[src/logic/debug_pkg.sv]
`default_nettype none

package debug_pkg;

  //////////////////////////////////////////////////
  // Link and word geometry.
  //////////////////////////////////////////////////
  localparam int BYTE_WIDTH     = 8;
  localparam int WORD_WIDTH     = 32;
  localparam int BYTES_PER_WORD = 4;

  //////////////////////////////////////////////////
  // Host protocol.
  //////////////////////////////////////////////////
  localparam logic [BYTE_WIDTH-1:0] CMD_LOAD        = 8'h00; // Opens a load session.
  localparam logic [BYTE_WIDTH-1:0] CMD_LOAD_ACK    = 8'h01; // Sent and echoed back.
  localparam logic [BYTE_WIDTH-1:0] CMD_RUN         = 8'h03; // Continuous start.
  localparam logic [BYTE_WIDTH-1:0] CMD_STEP        = 8'h07; // Single step start.
  localparam logic [BYTE_WIDTH-1:0] REPORT_ACK_STEP = 8'd8;  // Ack for byte k is k * 8.
  localparam int                    REPORT_BYTES    = 10;

  localparam logic [WORD_WIDTH-1:0] HALT_WORD = '0; // MIPS HALT opcode.

  // CPU register group read back through the debug data bus.
  typedef enum logic [2:0] {
    sel_none        = 3'd0,
    sel_pc          = 3'd2,
    sel_cycles      = 3'd3,
    sel_adder_pc    = 3'd4,
    sel_instruction = 3'd5
  } db_sel_t;

  typedef enum logic [2:0] {
    st_idle, st_soft_reset, st_send_ack, st_wait_ack,
    st_load, st_wait_start, st_run, st_report
  } seq_state_t;

  typedef union packed {
    logic [WORD_WIDTH-1:0]                     word;
    logic [BYTES_PER_WORD-1:0][BYTE_WIDTH-1:0] bytes; // Byte 3 is the MSB.
  } dbg_word_u;

endpackage

`default_nettype wire

[src/logic/load_if.sv]
`timescale 1ns/1ns
`default_nettype none

interface load_if #(
  parameter int PROG_ADDR_WIDTH = 11
) ();
  import debug_pkg::*;

  logic                       active;     // Sequencer is in the load state.
  logic                       byte_valid; // One strobe per received byte.
  logic [BYTE_WIDTH-1:0]      rx_byte;
  logic                       done;       // Zero word seen.
  logic [PROG_ADDR_WIDTH-1:0] word_count; // Words written so far.

  modport sequencer (output active, byte_valid, rx_byte, input done, word_count);
  modport loader (input active, byte_valid, rx_byte, output done, word_count);

endinterface

`default_nettype wire

[src/logic/report_if.sv]
`timescale 1ns/1ns
`default_nettype none

interface report_if ();
  import debug_pkg::*;

  logic                  start;      // Run has ended.
  logic                  step_mode;  // Run was a single step.
  logic                  byte_valid; // Host byte during the report.
  logic [BYTE_WIDTH-1:0] rx_byte;
  logic                  done;       // Tenth ack accepted.
  logic                  halted;     // Session is over.

  modport sequencer (
    output start, step_mode, byte_valid, rx_byte,
    input  done, halted
  );
  modport serializer (
    input  start, step_mode, byte_valid, rx_byte,
    output done, halted
  );

endinterface

`default_nettype wire

[src/logic/debug_sequencer.sv]
`timescale 1ns/1ns
`default_nettype none

module debug_sequencer (
  input  logic                             i_clock,
  input  logic                             i_reset,
  input  logic                             i_rx_done,
  input  logic [debug_pkg::BYTE_WIDTH-1:0] i_rx_data,
  input  logic                             i_soft_reset_ack,
  output logic                             o_soft_reset,
  output logic                             o_ack_start,
  output logic                             o_run_start,
  output logic                             o_step_mode,
  input  logic                             i_run_done,
  load_if.sequencer                        lif,
  report_if.sequencer                      rif
);
  import debug_pkg::*;

  seq_state_t            state;
  logic                  rx_done_q;
  logic                  rx_strobe;
  logic [BYTE_WIDTH-1:0] rx_byte_q;
  logic                  step_q;
  logic                  is_step;
  logic                  start_cmd;

  //////////////////////////////////////////////////
  // Receive edge detection.
  //////////////////////////////////////////////////
  always_ff @(posedge i_clock) begin
    if (!i_reset) begin
      rx_done_q <= 1'b0;
      rx_strobe <= 1'b0;
    end else begin
      rx_done_q <= i_rx_done;
      rx_strobe <= rx_done_q & ~i_rx_done; // One cycle after the fall.
    end
  end

  always_ff @(posedge i_clock) begin
    if (rx_done_q && !i_rx_done) begin
      rx_byte_q <= i_rx_data;
    end
  end

  //////////////////////////////////////////////////
  // Session state machine.
  //////////////////////////////////////////////////
  assign is_step   = (rx_byte_q == CMD_STEP);
  assign start_cmd = (state == st_wait_start) && rx_strobe &&
                     ((rx_byte_q == CMD_RUN) || is_step);

  always_ff @(posedge i_clock) begin
    if (!i_reset) begin
      state  <= st_idle;
      step_q <= 1'b0;
    end else begin
      case (state)
        st_idle: if (rx_strobe && rx_byte_q == CMD_LOAD) state <= st_soft_reset;
        st_soft_reset: if (!i_soft_reset_ack) state <= st_send_ack;
        st_send_ack: state <= st_wait_ack;
        st_wait_ack: if (rx_strobe && rx_byte_q == CMD_LOAD_ACK) state <= st_load;
        st_load: begin
          if (lif.done) begin
            // Nothing to run after an empty program.
            state <= (lif.word_count == '0) ? st_idle : st_wait_start;
          end
        end
        st_wait_start: begin
          if (start_cmd) begin
            state  <= st_run;
            step_q <= is_step;
          end
        end
        st_run: if (i_run_done) state <= st_report;
        st_report: if (rif.done) state <= rif.halted ? st_idle : st_wait_start;
        default: state <= st_idle;
      endcase
    end
  end

  assign o_soft_reset = (state != st_soft_reset); // Active low.
  assign o_ack_start  = (state == st_send_ack);
  assign o_run_start  = start_cmd;
  assign o_step_mode  = start_cmd ? is_step : step_q;

  assign lif.active     = (state == st_load);
  assign lif.byte_valid = (state == st_load) && rx_strobe;
  assign lif.rx_byte    = rx_byte_q;

  assign rif.start      = (state == st_run) && i_run_done;
  assign rif.step_mode  = step_q;
  assign rif.byte_valid = (state == st_report) && rx_strobe;
  assign rif.rx_byte    = rx_byte_q;

  a_no_run_in_load: assert property (@(posedge i_clock) disable iff (!i_reset)
    lif.active |-> !o_run_start);

endmodule

`default_nettype wire

[src/logic/program_loader.sv]
`timescale 1ns/1ns
`default_nettype none

module program_loader #(
  parameter int PROG_ADDR_WIDTH = 11
) (
  input  logic                             i_clock,
  input  logic                             i_reset,
  load_if.loader                           lif,
  output logic                             o_prog_we,
  output logic [PROG_ADDR_WIDTH-1:0]       o_prog_addr,
  output logic [debug_pkg::WORD_WIDTH-1:0] o_prog_data
);
  import debug_pkg::*;

  localparam int COUNT_WIDTH = $clog2(BYTES_PER_WORD);

  dbg_word_u                  word_q;
  dbg_word_u                  next_word;
  logic [COUNT_WIDTH-1:0]     count_q; // Byte position in the word.
  logic [PROG_ADDR_WIDTH-1:0] addr_q;

  // MSB arrives first so new bytes enter at the bottom.
  assign next_word.bytes = {word_q.bytes[BYTES_PER_WORD-2:0], lif.rx_byte};

  always_ff @(posedge i_clock) begin
    if (lif.byte_valid) begin
      word_q <= next_word;
    end
  end

  always_ff @(posedge i_clock) begin
    if (!i_reset) begin
      count_q   <= '0;
      addr_q    <= '0;
      o_prog_we <= 1'b0;
      lif.done  <= 1'b0;
    end else begin
      o_prog_we <= 1'b0;
      lif.done  <= 1'b0;
      if (!lif.active) begin
        count_q <= '0;
        addr_q  <= '0;
      end else if (lif.byte_valid) begin
        count_q <= count_q + 1'b1;
        if (count_q == COUNT_WIDTH'(BYTES_PER_WORD - 1)) begin
          if (next_word.word == HALT_WORD) begin
            lif.done <= 1'b1; // End of program.
          end else begin
            o_prog_we <= 1'b1;
          end
        end
      end
      if (o_prog_we) begin
        addr_q <= addr_q + 1'b1; // Post-increment after the write.
      end
    end
  end

  assign o_prog_addr    = addr_q;
  assign o_prog_data    = word_q.word;
  assign lif.word_count = addr_q;

  a_no_zero_write: assert property (@(posedge i_clock) disable iff (!i_reset)
    o_prog_we |-> o_prog_data != HALT_WORD);

endmodule

`default_nettype wire

[src/logic/report_serializer.sv]
`timescale 1ns/1ns
`default_nettype none

module report_serializer (
  input  logic                             i_clock,
  input  logic                             i_reset,
  report_if.serializer                     rif,
  input  logic [debug_pkg::WORD_WIDTH-1:0] i_db_data,
  input  logic [debug_pkg::WORD_WIDTH-1:0] i_instruction,
  output debug_pkg::db_sel_t               o_db_select,
  output logic                             o_tx_start,
  output logic [debug_pkg::BYTE_WIDTH-1:0] o_tx_data
);
  import debug_pkg::*;

  localparam int INDEX_WIDTH = $clog2(REPORT_BYTES + 1);

  logic [INDEX_WIDTH-1:0]            index_q; // Zero when no report runs.
  logic                              first_q; // Select cycle of a byte.
  logic [$clog2(BYTES_PER_WORD)-1:0] byte_pos;
  logic [BYTE_WIDTH-1:0]             ack_expect;
  logic                              ack_ok;
  dbg_word_u                         db_word;

  //////////////////////////////////////////////////
  // Byte index to register group and position.
  //////////////////////////////////////////////////
  always_comb begin
    o_db_select = sel_none;
    byte_pos    = 2'd0;
    case (int'(index_q))
      1:  begin o_db_select = sel_pc;          byte_pos = 2'd1; end
      2:  begin o_db_select = sel_pc;          byte_pos = 2'd0; end
      3:  begin o_db_select = sel_cycles;      byte_pos = 2'd1; end
      4:  begin o_db_select = sel_cycles;      byte_pos = 2'd0; end
      5:  begin o_db_select = sel_adder_pc;    byte_pos = 2'd1; end
      6:  begin o_db_select = sel_adder_pc;    byte_pos = 2'd0; end
      7:  begin o_db_select = sel_instruction; byte_pos = 2'd3; end
      8:  begin o_db_select = sel_instruction; byte_pos = 2'd2; end
      9:  begin o_db_select = sel_instruction; byte_pos = 2'd1; end
      10: begin o_db_select = sel_instruction; byte_pos = 2'd0; end
      default: ;
    endcase
  end

  assign db_word.word = i_db_data;
  assign ack_expect   = BYTE_WIDTH'(index_q) * REPORT_ACK_STEP;
  assign ack_ok       = rif.byte_valid && (index_q != '0) && (rif.rx_byte == ack_expect);

  always_ff @(posedge i_clock) begin
    if (!i_reset) begin
      index_q    <= '0;
      first_q    <= 1'b0;
      o_tx_start <= 1'b0;
      rif.done   <= 1'b0;
      rif.halted <= 1'b0;
    end else begin
      first_q    <= 1'b0;
      rif.done   <= 1'b0;
      o_tx_start <= first_q; // Send once the select has settled.
      if (rif.start) begin
        index_q <= INDEX_WIDTH'(1);
        first_q <= 1'b1;
      end else if (ack_ok) begin
        if (index_q == INDEX_WIDTH'(REPORT_BYTES)) begin
          index_q    <= '0;
          rif.done   <= 1'b1;
          rif.halted <= !rif.step_mode || (i_instruction == HALT_WORD);
        end else begin
          index_q <= index_q + 1'b1;
          first_q <= 1'b1;
        end
      end
    end
  end

  always_ff @(posedge i_clock) begin
    if (first_q) begin
      o_tx_data <= db_word.bytes[byte_pos];
    end
  end

  a_tx_single: assert property (@(posedge i_clock) disable iff (!i_reset)
    o_tx_start |=> !o_tx_start);

endmodule

`default_nettype wire

[src/logic/run_control.sv]
`timescale 1ns/1ns
`default_nettype none

module run_control (
  input  logic                             i_clock,
  input  logic                             i_reset,
  input  logic                             i_start,
  input  logic                             i_step,
  input  logic [debug_pkg::WORD_WIDTH-1:0] i_instruction,
  output logic                             o_enable_pc,
  output logic                             o_done
);
  import debug_pkg::*;

  logic running;
  logic step_q;
  logic fetched_halt;

  assign fetched_halt = (i_instruction == HALT_WORD);

  // A step runs one cycle whatever was fetched.
  assign o_enable_pc = running && (step_q || !fetched_halt);
  assign o_done      = running && (step_q || fetched_halt);

  always_ff @(posedge i_clock) begin
    if (!i_reset) begin
      running <= 1'b0;
      step_q  <= 1'b0;
    end else if (i_start) begin
      running <= 1'b1;
      step_q  <= i_step;
    end else if (o_done) begin
      running <= 1'b0;
    end
  end

  a_stop_after_done: assert property (@(posedge i_clock) disable iff (!i_reset)
    o_done && !i_start |=> !o_enable_pc);

endmodule

`default_nettype wire

[src/logic/debug_top.sv]
`timescale 1ns/1ns
`default_nettype none

module debug_top #(
  parameter int PROG_ADDR_WIDTH = 11
) (
  input  logic                             i_clock,
  input  logic                             i_reset,
  input  logic                             i_rx_done,
  input  logic [debug_pkg::BYTE_WIDTH-1:0] i_rx_data,
  input  logic                             i_soft_reset_ack,
  input  logic [debug_pkg::WORD_WIDTH-1:0] i_instruction,
  input  logic [debug_pkg::WORD_WIDTH-1:0] i_db_data,
  output logic                             o_tx_start,
  output logic [debug_pkg::BYTE_WIDTH-1:0] o_tx_data,
  output logic                             o_soft_reset,
  output logic                             o_prog_we,
  output logic [PROG_ADDR_WIDTH-1:0]       o_prog_addr,
  output logic [debug_pkg::WORD_WIDTH-1:0] o_prog_data,
  output logic                             o_enable_pc,
  output debug_pkg::db_sel_t               o_db_select
);
  import debug_pkg::*;

  logic                  ack_start;
  logic                  run_start;
  logic                  step_mode;
  logic                  run_done;
  logic                  ser_tx_start;
  logic [BYTE_WIDTH-1:0] ser_tx_data;

  load_if #(.PROG_ADDR_WIDTH(PROG_ADDR_WIDTH)) load_bus ();
  report_if report_bus ();

  debug_sequencer u_sequencer (
    .i_clock          (i_clock),
    .i_reset          (i_reset),
    .i_rx_done        (i_rx_done),
    .i_rx_data        (i_rx_data),
    .i_soft_reset_ack (i_soft_reset_ack),
    .o_soft_reset     (o_soft_reset),
    .o_ack_start      (ack_start),
    .o_run_start      (run_start),
    .o_step_mode      (step_mode),
    .i_run_done       (run_done),
    .lif              (load_bus),
    .rif              (report_bus)
  );

  program_loader #(.PROG_ADDR_WIDTH(PROG_ADDR_WIDTH)) u_loader (
    .i_clock     (i_clock),
    .i_reset     (i_reset),
    .lif         (load_bus),
    .o_prog_we   (o_prog_we),
    .o_prog_addr (o_prog_addr),
    .o_prog_data (o_prog_data)
  );

  report_serializer u_serializer (
    .i_clock       (i_clock),
    .i_reset       (i_reset),
    .rif           (report_bus),
    .i_db_data     (i_db_data),
    .i_instruction (i_instruction),
    .o_db_select   (o_db_select),
    .o_tx_start    (ser_tx_start),
    .o_tx_data     (ser_tx_data)
  );

  run_control u_run (
    .i_clock       (i_clock),
    .i_reset       (i_reset),
    .i_start       (run_start),
    .i_step        (step_mode),
    .i_instruction (i_instruction),
    .o_enable_pc   (o_enable_pc),
    .o_done        (run_done)
  );

  // Handshake byte and report bytes never overlap.
  assign o_tx_start = ack_start | ser_tx_start;
  assign o_tx_data  = ack_start ? CMD_LOAD_ACK : ser_tx_data;

endmodule

`default_nettype wire

[config.mk]
export PLATFORM = sky130hd
export DESIGN_NAME = debug_top
export DESIGN_NICKNAME = d
export VERILOG_FILES = /design/src/logic/debug_pkg.sv /design/src/logic/load_if.sv /design/src/logic/report_if.sv /design/src/logic/debug_sequencer.sv /design/src/logic/program_loader.sv /design/src/logic/report_serializer.sv /design/src/logic/run_control.sv /design/src/logic/debug_top.sv
export SDC_FILE = /design/constraint.sdc
export NUM_CORES = 1
export LEC_CHECK = 0
export ABC_AREA = 1
export BUFFER_PORTS_ARGS = -buffer_cell sky130_fd_sc_hd__buf_2
export CORE_UTILIZATION = 49
export DETAILED_ROUTE_END_ITERATION = 10
export GPL_ROUTABILITY_DRIVEN = 0
export PLACE_DENSITY_LB_ADDON = 0.2
export SYNTH_ARGS = -nofsm -noshare
export SYNTH_HDL_FRONTEND = slang
export SYNTH_SLANG_ARGS = --single-unit
[constraint.sdc]
create_clock -name i_clock -period 3.45 [get_ports i_clock]
set_clock_uncertainty 0.2 [all_clocks]
set_input_delay 0 -clock i_clock [delete_from_list [all_inputs] [get_ports i_clock]]
set_output_delay 0 -clock i_clock [all_outputs]
set_load 0.03 [all_outputs]
==> results.md <==
Min path:
- The path class of the lowest-slack min-delay path is in -> reg.
- The terminating pin of the worst hold path is u_serializer.first_q.
- The start point of the worst hold path is i_instruction[31].
- The hold-critical path depth is 8.

Power and ir drop:
- The net switching share of the total power is 0.286.
- Dividing total power by cell area gives a power density of 428 mW/mm^2.
- The maximum resistive drop on vdd is 0.254 mV.
- The share of total power dissipated in sequential elements is 0.489.
- The analysis attributes to cell leakage a power of around 2.1 nW.
- The net switching power is 0.607 mW.
- Of the total power, combinational logic draws 0.175.
- Of the total power, the clock network draws 0.336.
- The power after layout is 2.12 mW.
- Cell internal power was estimated by the tool at 1.52 mW.

STA:
- The max-slew headroom at the worst pin is 0.525.
- Setup repair after global routing left no endpoint under its margin.
- The time the final worst path needs with I/O delays and setup is 3.17 ns.
- The summed negative setup slack over all endpoints is 0 ns.
- Setup violations remaining at the end of the flow were counted as 0.
- For the pin with the worst max-slew slack, the measured transition is 0.710 ns.
- The maximum clock frequency is between 300 and 400 MHz.
- The number of hold-slack violations in the final timing report came to 0.
- Dividing the final minimum period by the clock period gives 0.918.
- The final-report max-slew violation count came to 0.

Drt:
- After detailed routing, the average wire length per cell comes to between 10 and 15 um.
- The detailed router finished its first iteration with 127 violations.
- The detail route stage leaves a number of antenna-violating nets equal to 0.
- The post-detailed-route DRC marker count is 0.
- The total via count in the routed design is 3384.
- After detailed routing, the number of vias per cell comes to 4.95.
- The final layout contains routed wiring with a total length of about 8.0 mm.
- The first detailed-routing pass ran for 4 iterations.

Global routing:
- The overall fraction of global-route tracks in use is 0.206.
- Summed over all layers, the global routing overflow is 0.
- The wire length of the first global-routing pass is 12.5 mm.
- Entering global routing, the biggest net connects 27 pins.
- The initial antenna violation count is 0.
- The via count of the first global-routing pass is 2955.

Yosys:
- The count of mapped cells out of synthesis is 410.
- Sorting the synthesized cells by area gives the leading types as sky130_fd_sc_hd__edfxtp_1 (39%), sky130_fd_sc_hd__dfxtp_1 (17%), sky130_fd_sc_hd__nor2_1 (8.7%).
- The share of synthesized area in the top cell type comes to 0.392.
- The sequential cell area fraction in the yosys report is 0.561.
- After synthesis, the netlist uses 41 different library cells.
- The synthesized area is 0.00368 mm^2.
- The Yosys warning count is 0.
- In this run, synthesis produced a sequential element count of 79.
- The average instance area after synthesis is 8.97 um^2.
- The cell type with the largest total area after synthesis is sky130_fd_sc_hd__edfxtp_1.
- The net count after synthesis is just under 500.

Clock network:
- The TritonCTS clock tree is done.
- The number of buffers added by the clock tree synthesis step is 9.
- The cell sitting at the root of the clock tree is a sky130_fd_sc_hd__clkbuf_8.
- The clock reaches the later pin of the worst-skew pair after 0.35 ns.
- The count of clock tree sinks is 79.
- Clock-pin slew was measured on the worst setup and hold paths at 0.08 ns.
- The clock tree synthesis step divided the H-tree into 3 levels.
- The maximum clock path buffer count is 2.
- The number of setup buffers added after CTS is 0.

Setup path:
- The launch instance of the worst register-to-register path is u_serializer.index_q[1].
- At the worst endpoint, the arrival time is 2.97 ns.
- The maximum net fanout on the critical path is 2.
- The worst register-to-register path ends at u_serializer.o_tx_data[1].
- Across all register-to-register paths, the minimum setup slack is 0.95 ns.
- For the worst flop-to-flop path, the logic depth is 6.
- The required time of the critical path is 3.25 ns.
- The kind of launch point of the worst setup path is a primary input.
- The worst setup path is captured at a primary output.
- The kind of critical path is in -> out.

Floorplanning:
- Measured along the y axis, the die boundary spans 88.6 um.
- The total number of placement rows is 31.
- After floorplanning, the core was sized to cover 0.00725 mm^2.
- In this run the count of I/O pins placed on the die edge is 134.
- For this configuration, the core starts out at a cell density of 0.507.
- Measured along the x axis, the die boundary spans ~89 um.
- The area of the die is 0.00786 mm^2.

Layout:
- After the flow finishes, the layout carries non-filler instances totaling 684.
- Of the cells placed in the final design, the portion with a size suffix greater than 1 is 0.291.
- Relative to the synthesized area, the layout overhead comes to 34.9%.
- The final instance area is 0.00496 mm^2.
- The number of antenna diodes in the final layout is 0.
- The count of nets after finishing is 663.
- The end-of-flow core utilization is 0.684.

Placement:
- Buffers placed on the I/O ports in this run total 133.
- After legalization and detailed placement, the total HPWL measured 5.82 mm.
- In this run the cell area measured after placement is 0.00444 mm^2.
- Including well taps, the total number of placed cells is 637.

Run:
- The max-capacitance violation count is 0.

Run status:
- The run finished with clean final reports.
[metrics by stage]
stage / hold slack [ns] / worst slack (ns)
after floorplan: -0.122 / 0.656
after global placement: -0.0207 / 1.46
after detailed placement: -0.0214 / 1.38
after CTS: 0.000878 / 0.301
after global routing: 0.0466 / 0.104
final: 0.000131 / 0.284
[per-layer routing]
layer / share of wire / global-route usage / wire, um
met1: 0.41 / 0.237 / 3330
met2: 0.53 / 0.376 / 4240
met3: 0.048 / 0.0494 / 383
met4: 0.010 / 0.0674 / 84
met5: 0 / 0 / 0
[registers in the layout, summed over array words and instances (netlist names)]
signal                     count
u_loader.count_q               2
u_loader.lif.done              1
u_loader.lif.word_count       11
u_loader.o_prog_data          32
u_loader.o_prog_we             1
u_run.running                  1
u_run.step_q                   1
u_sequencer.lif.rx_byte        8
u_sequencer.rif.step_mode      1
u_sequencer.rx_done_q          1
u_sequencer.rx_strobe          1
u_sequencer.state              3
u_serializer.first_q           1
u_serializer.index_q           4
u_serializer.o_tx_data         8
u_serializer.o_tx_start        1
u_serializer.rif.done          1
u_serializer.rif.halted        1
[what timing repair did]
| action | CTS | global route |
|---|---|---|
| hold endpoints to repair | 44 | 0 |
| hold buffers | 31 | 0 |
| gates resized for setup | 0 | 0 |
[kinds of logic after synthesis]
kind of cell / after synthesis / share of synthesized area
buf+inv: 54 / 0.0595
flops: 79 / 0.561
compound gates: 71 / 0.108
fa+ha+maj: 7 / 0.0238
simple gates: 196 / 0.241
xor+xnor: 3 / 0.00714
[critical path: stages]
cell and delay (ns):
sky130_fd_sc_hd__dlygate4sd3_1 0.54, sky130_fd_sc_hd__buf_2 0.12, sky130_fd_sc_hd__nor2_1 0.06, sky130_fd_sc_hd__dlygate4sd3_1 0.54, sky130_fd_sc_hd__nand2_1 0.04, sky130_fd_sc_hd__dlygate4sd3_1 0.55
sky130_fd_sc_hd__nor2_1 0.08, sky130_fd_sc_hd__dlygate4sd3_1 0.55, sky130_fd_sc_hd__nand2_1 0.07, sky130_fd_sc_hd__nor2_1 0.13, sky130_fd_sc_hd__a21boi_0 0.09, sky130_fd_sc_hd__buf_2 0.18
[power groups by stage]
stage / logic [mW] / registers [mW] / clock network (mW)
floorplan: 0.235 / 1.06 / 0
global placement: 0.340 / 1.06 / 0
detailed placement: 0.344 / 1.06 / 0
CTS: 0.370 / 1.04 / 0.727
global route: 0.414 / 1.04 / 0.766
finish: 0.371 / 1.04 / 0.714
[cell usage in the layout, fill, tap and decap left out, drive strengths merged]
cell type    count
buf            134
nor2            90
nand2           62
inv             51
edfxtp          48
o21ai           34
dlygate4sd3     31
dfxtp           31
a21oi           20
nand3           17
nor3            10
clkbuf           9
o22ai            8
nor4             7
ha               7
nand4            5
a211oi           4
or2              3
xor2             2
a22oi            2
clkinv           2
o211ai           1
a21boi           1
nand3b           1
o21bai           1
nor3b            1
xnor2            1
bufinv           1
clkinvlp         1
[layout make-up]
cell class / instances / area [um^2]
fillers: 565 / 2290
repair buffers: 165 / 983
well taps: 99 / 124
clock buffers: 9 / 124
inverters: 48 / 183
flip-flops and latches: 79 / 2060
multi-input cells: 277 / 1400
clock inverters: 7 / 86.3
[cell usage after synthesis (all sizes together)]
| cell | number |
|---|---|
| xnor2 | 1 |
| o22ai | 8 |
| nand4 | 5 |
| or2 | 3 |
| clkinv | 1 |
| nand2 | 62 |
| a21oi | 20 |
| a211oi | 4 |
| nor3 | 10 |
| dfxtp | 31 |
| a21boi | 1 |
| a22oi | 2 |
| nor3b | 1 |
| nor2 | 90 |
| clkbuf | 2 |
| nand3b | 1 |
| xor2 | 2 |
| o21ai | 34 |
| inv | 47 |
| o211ai | 1 |
| edfxtp | 48 |
| ha | 7 |
| nand3 | 17 |
| o21bai | 1 |
| buf | 4 |
| nor4 | 7 |
[how the worst max path moves through the flow]
stage                                     from                   end  slack, ns  cells after the start
after floorplan           u_sequencer.state[0]     u_loader.lif.done       0.66                      6
after detailed placement  u_sequencer.state[1]     u_loader.lif.done       1.38                      7
after global placement    u_sequencer.state[0]     u_loader.lif.done       1.46                      7
after CTS                    i_instruction[30]           o_enable_pc       0.30                     12
final                        i_instruction[30]           o_enable_pc       0.28                     12
after global routing         i_instruction[30]  u_sequencer.state[2]       0.10                     15
No activity file was read; power rests on OpenSTA's default activity.
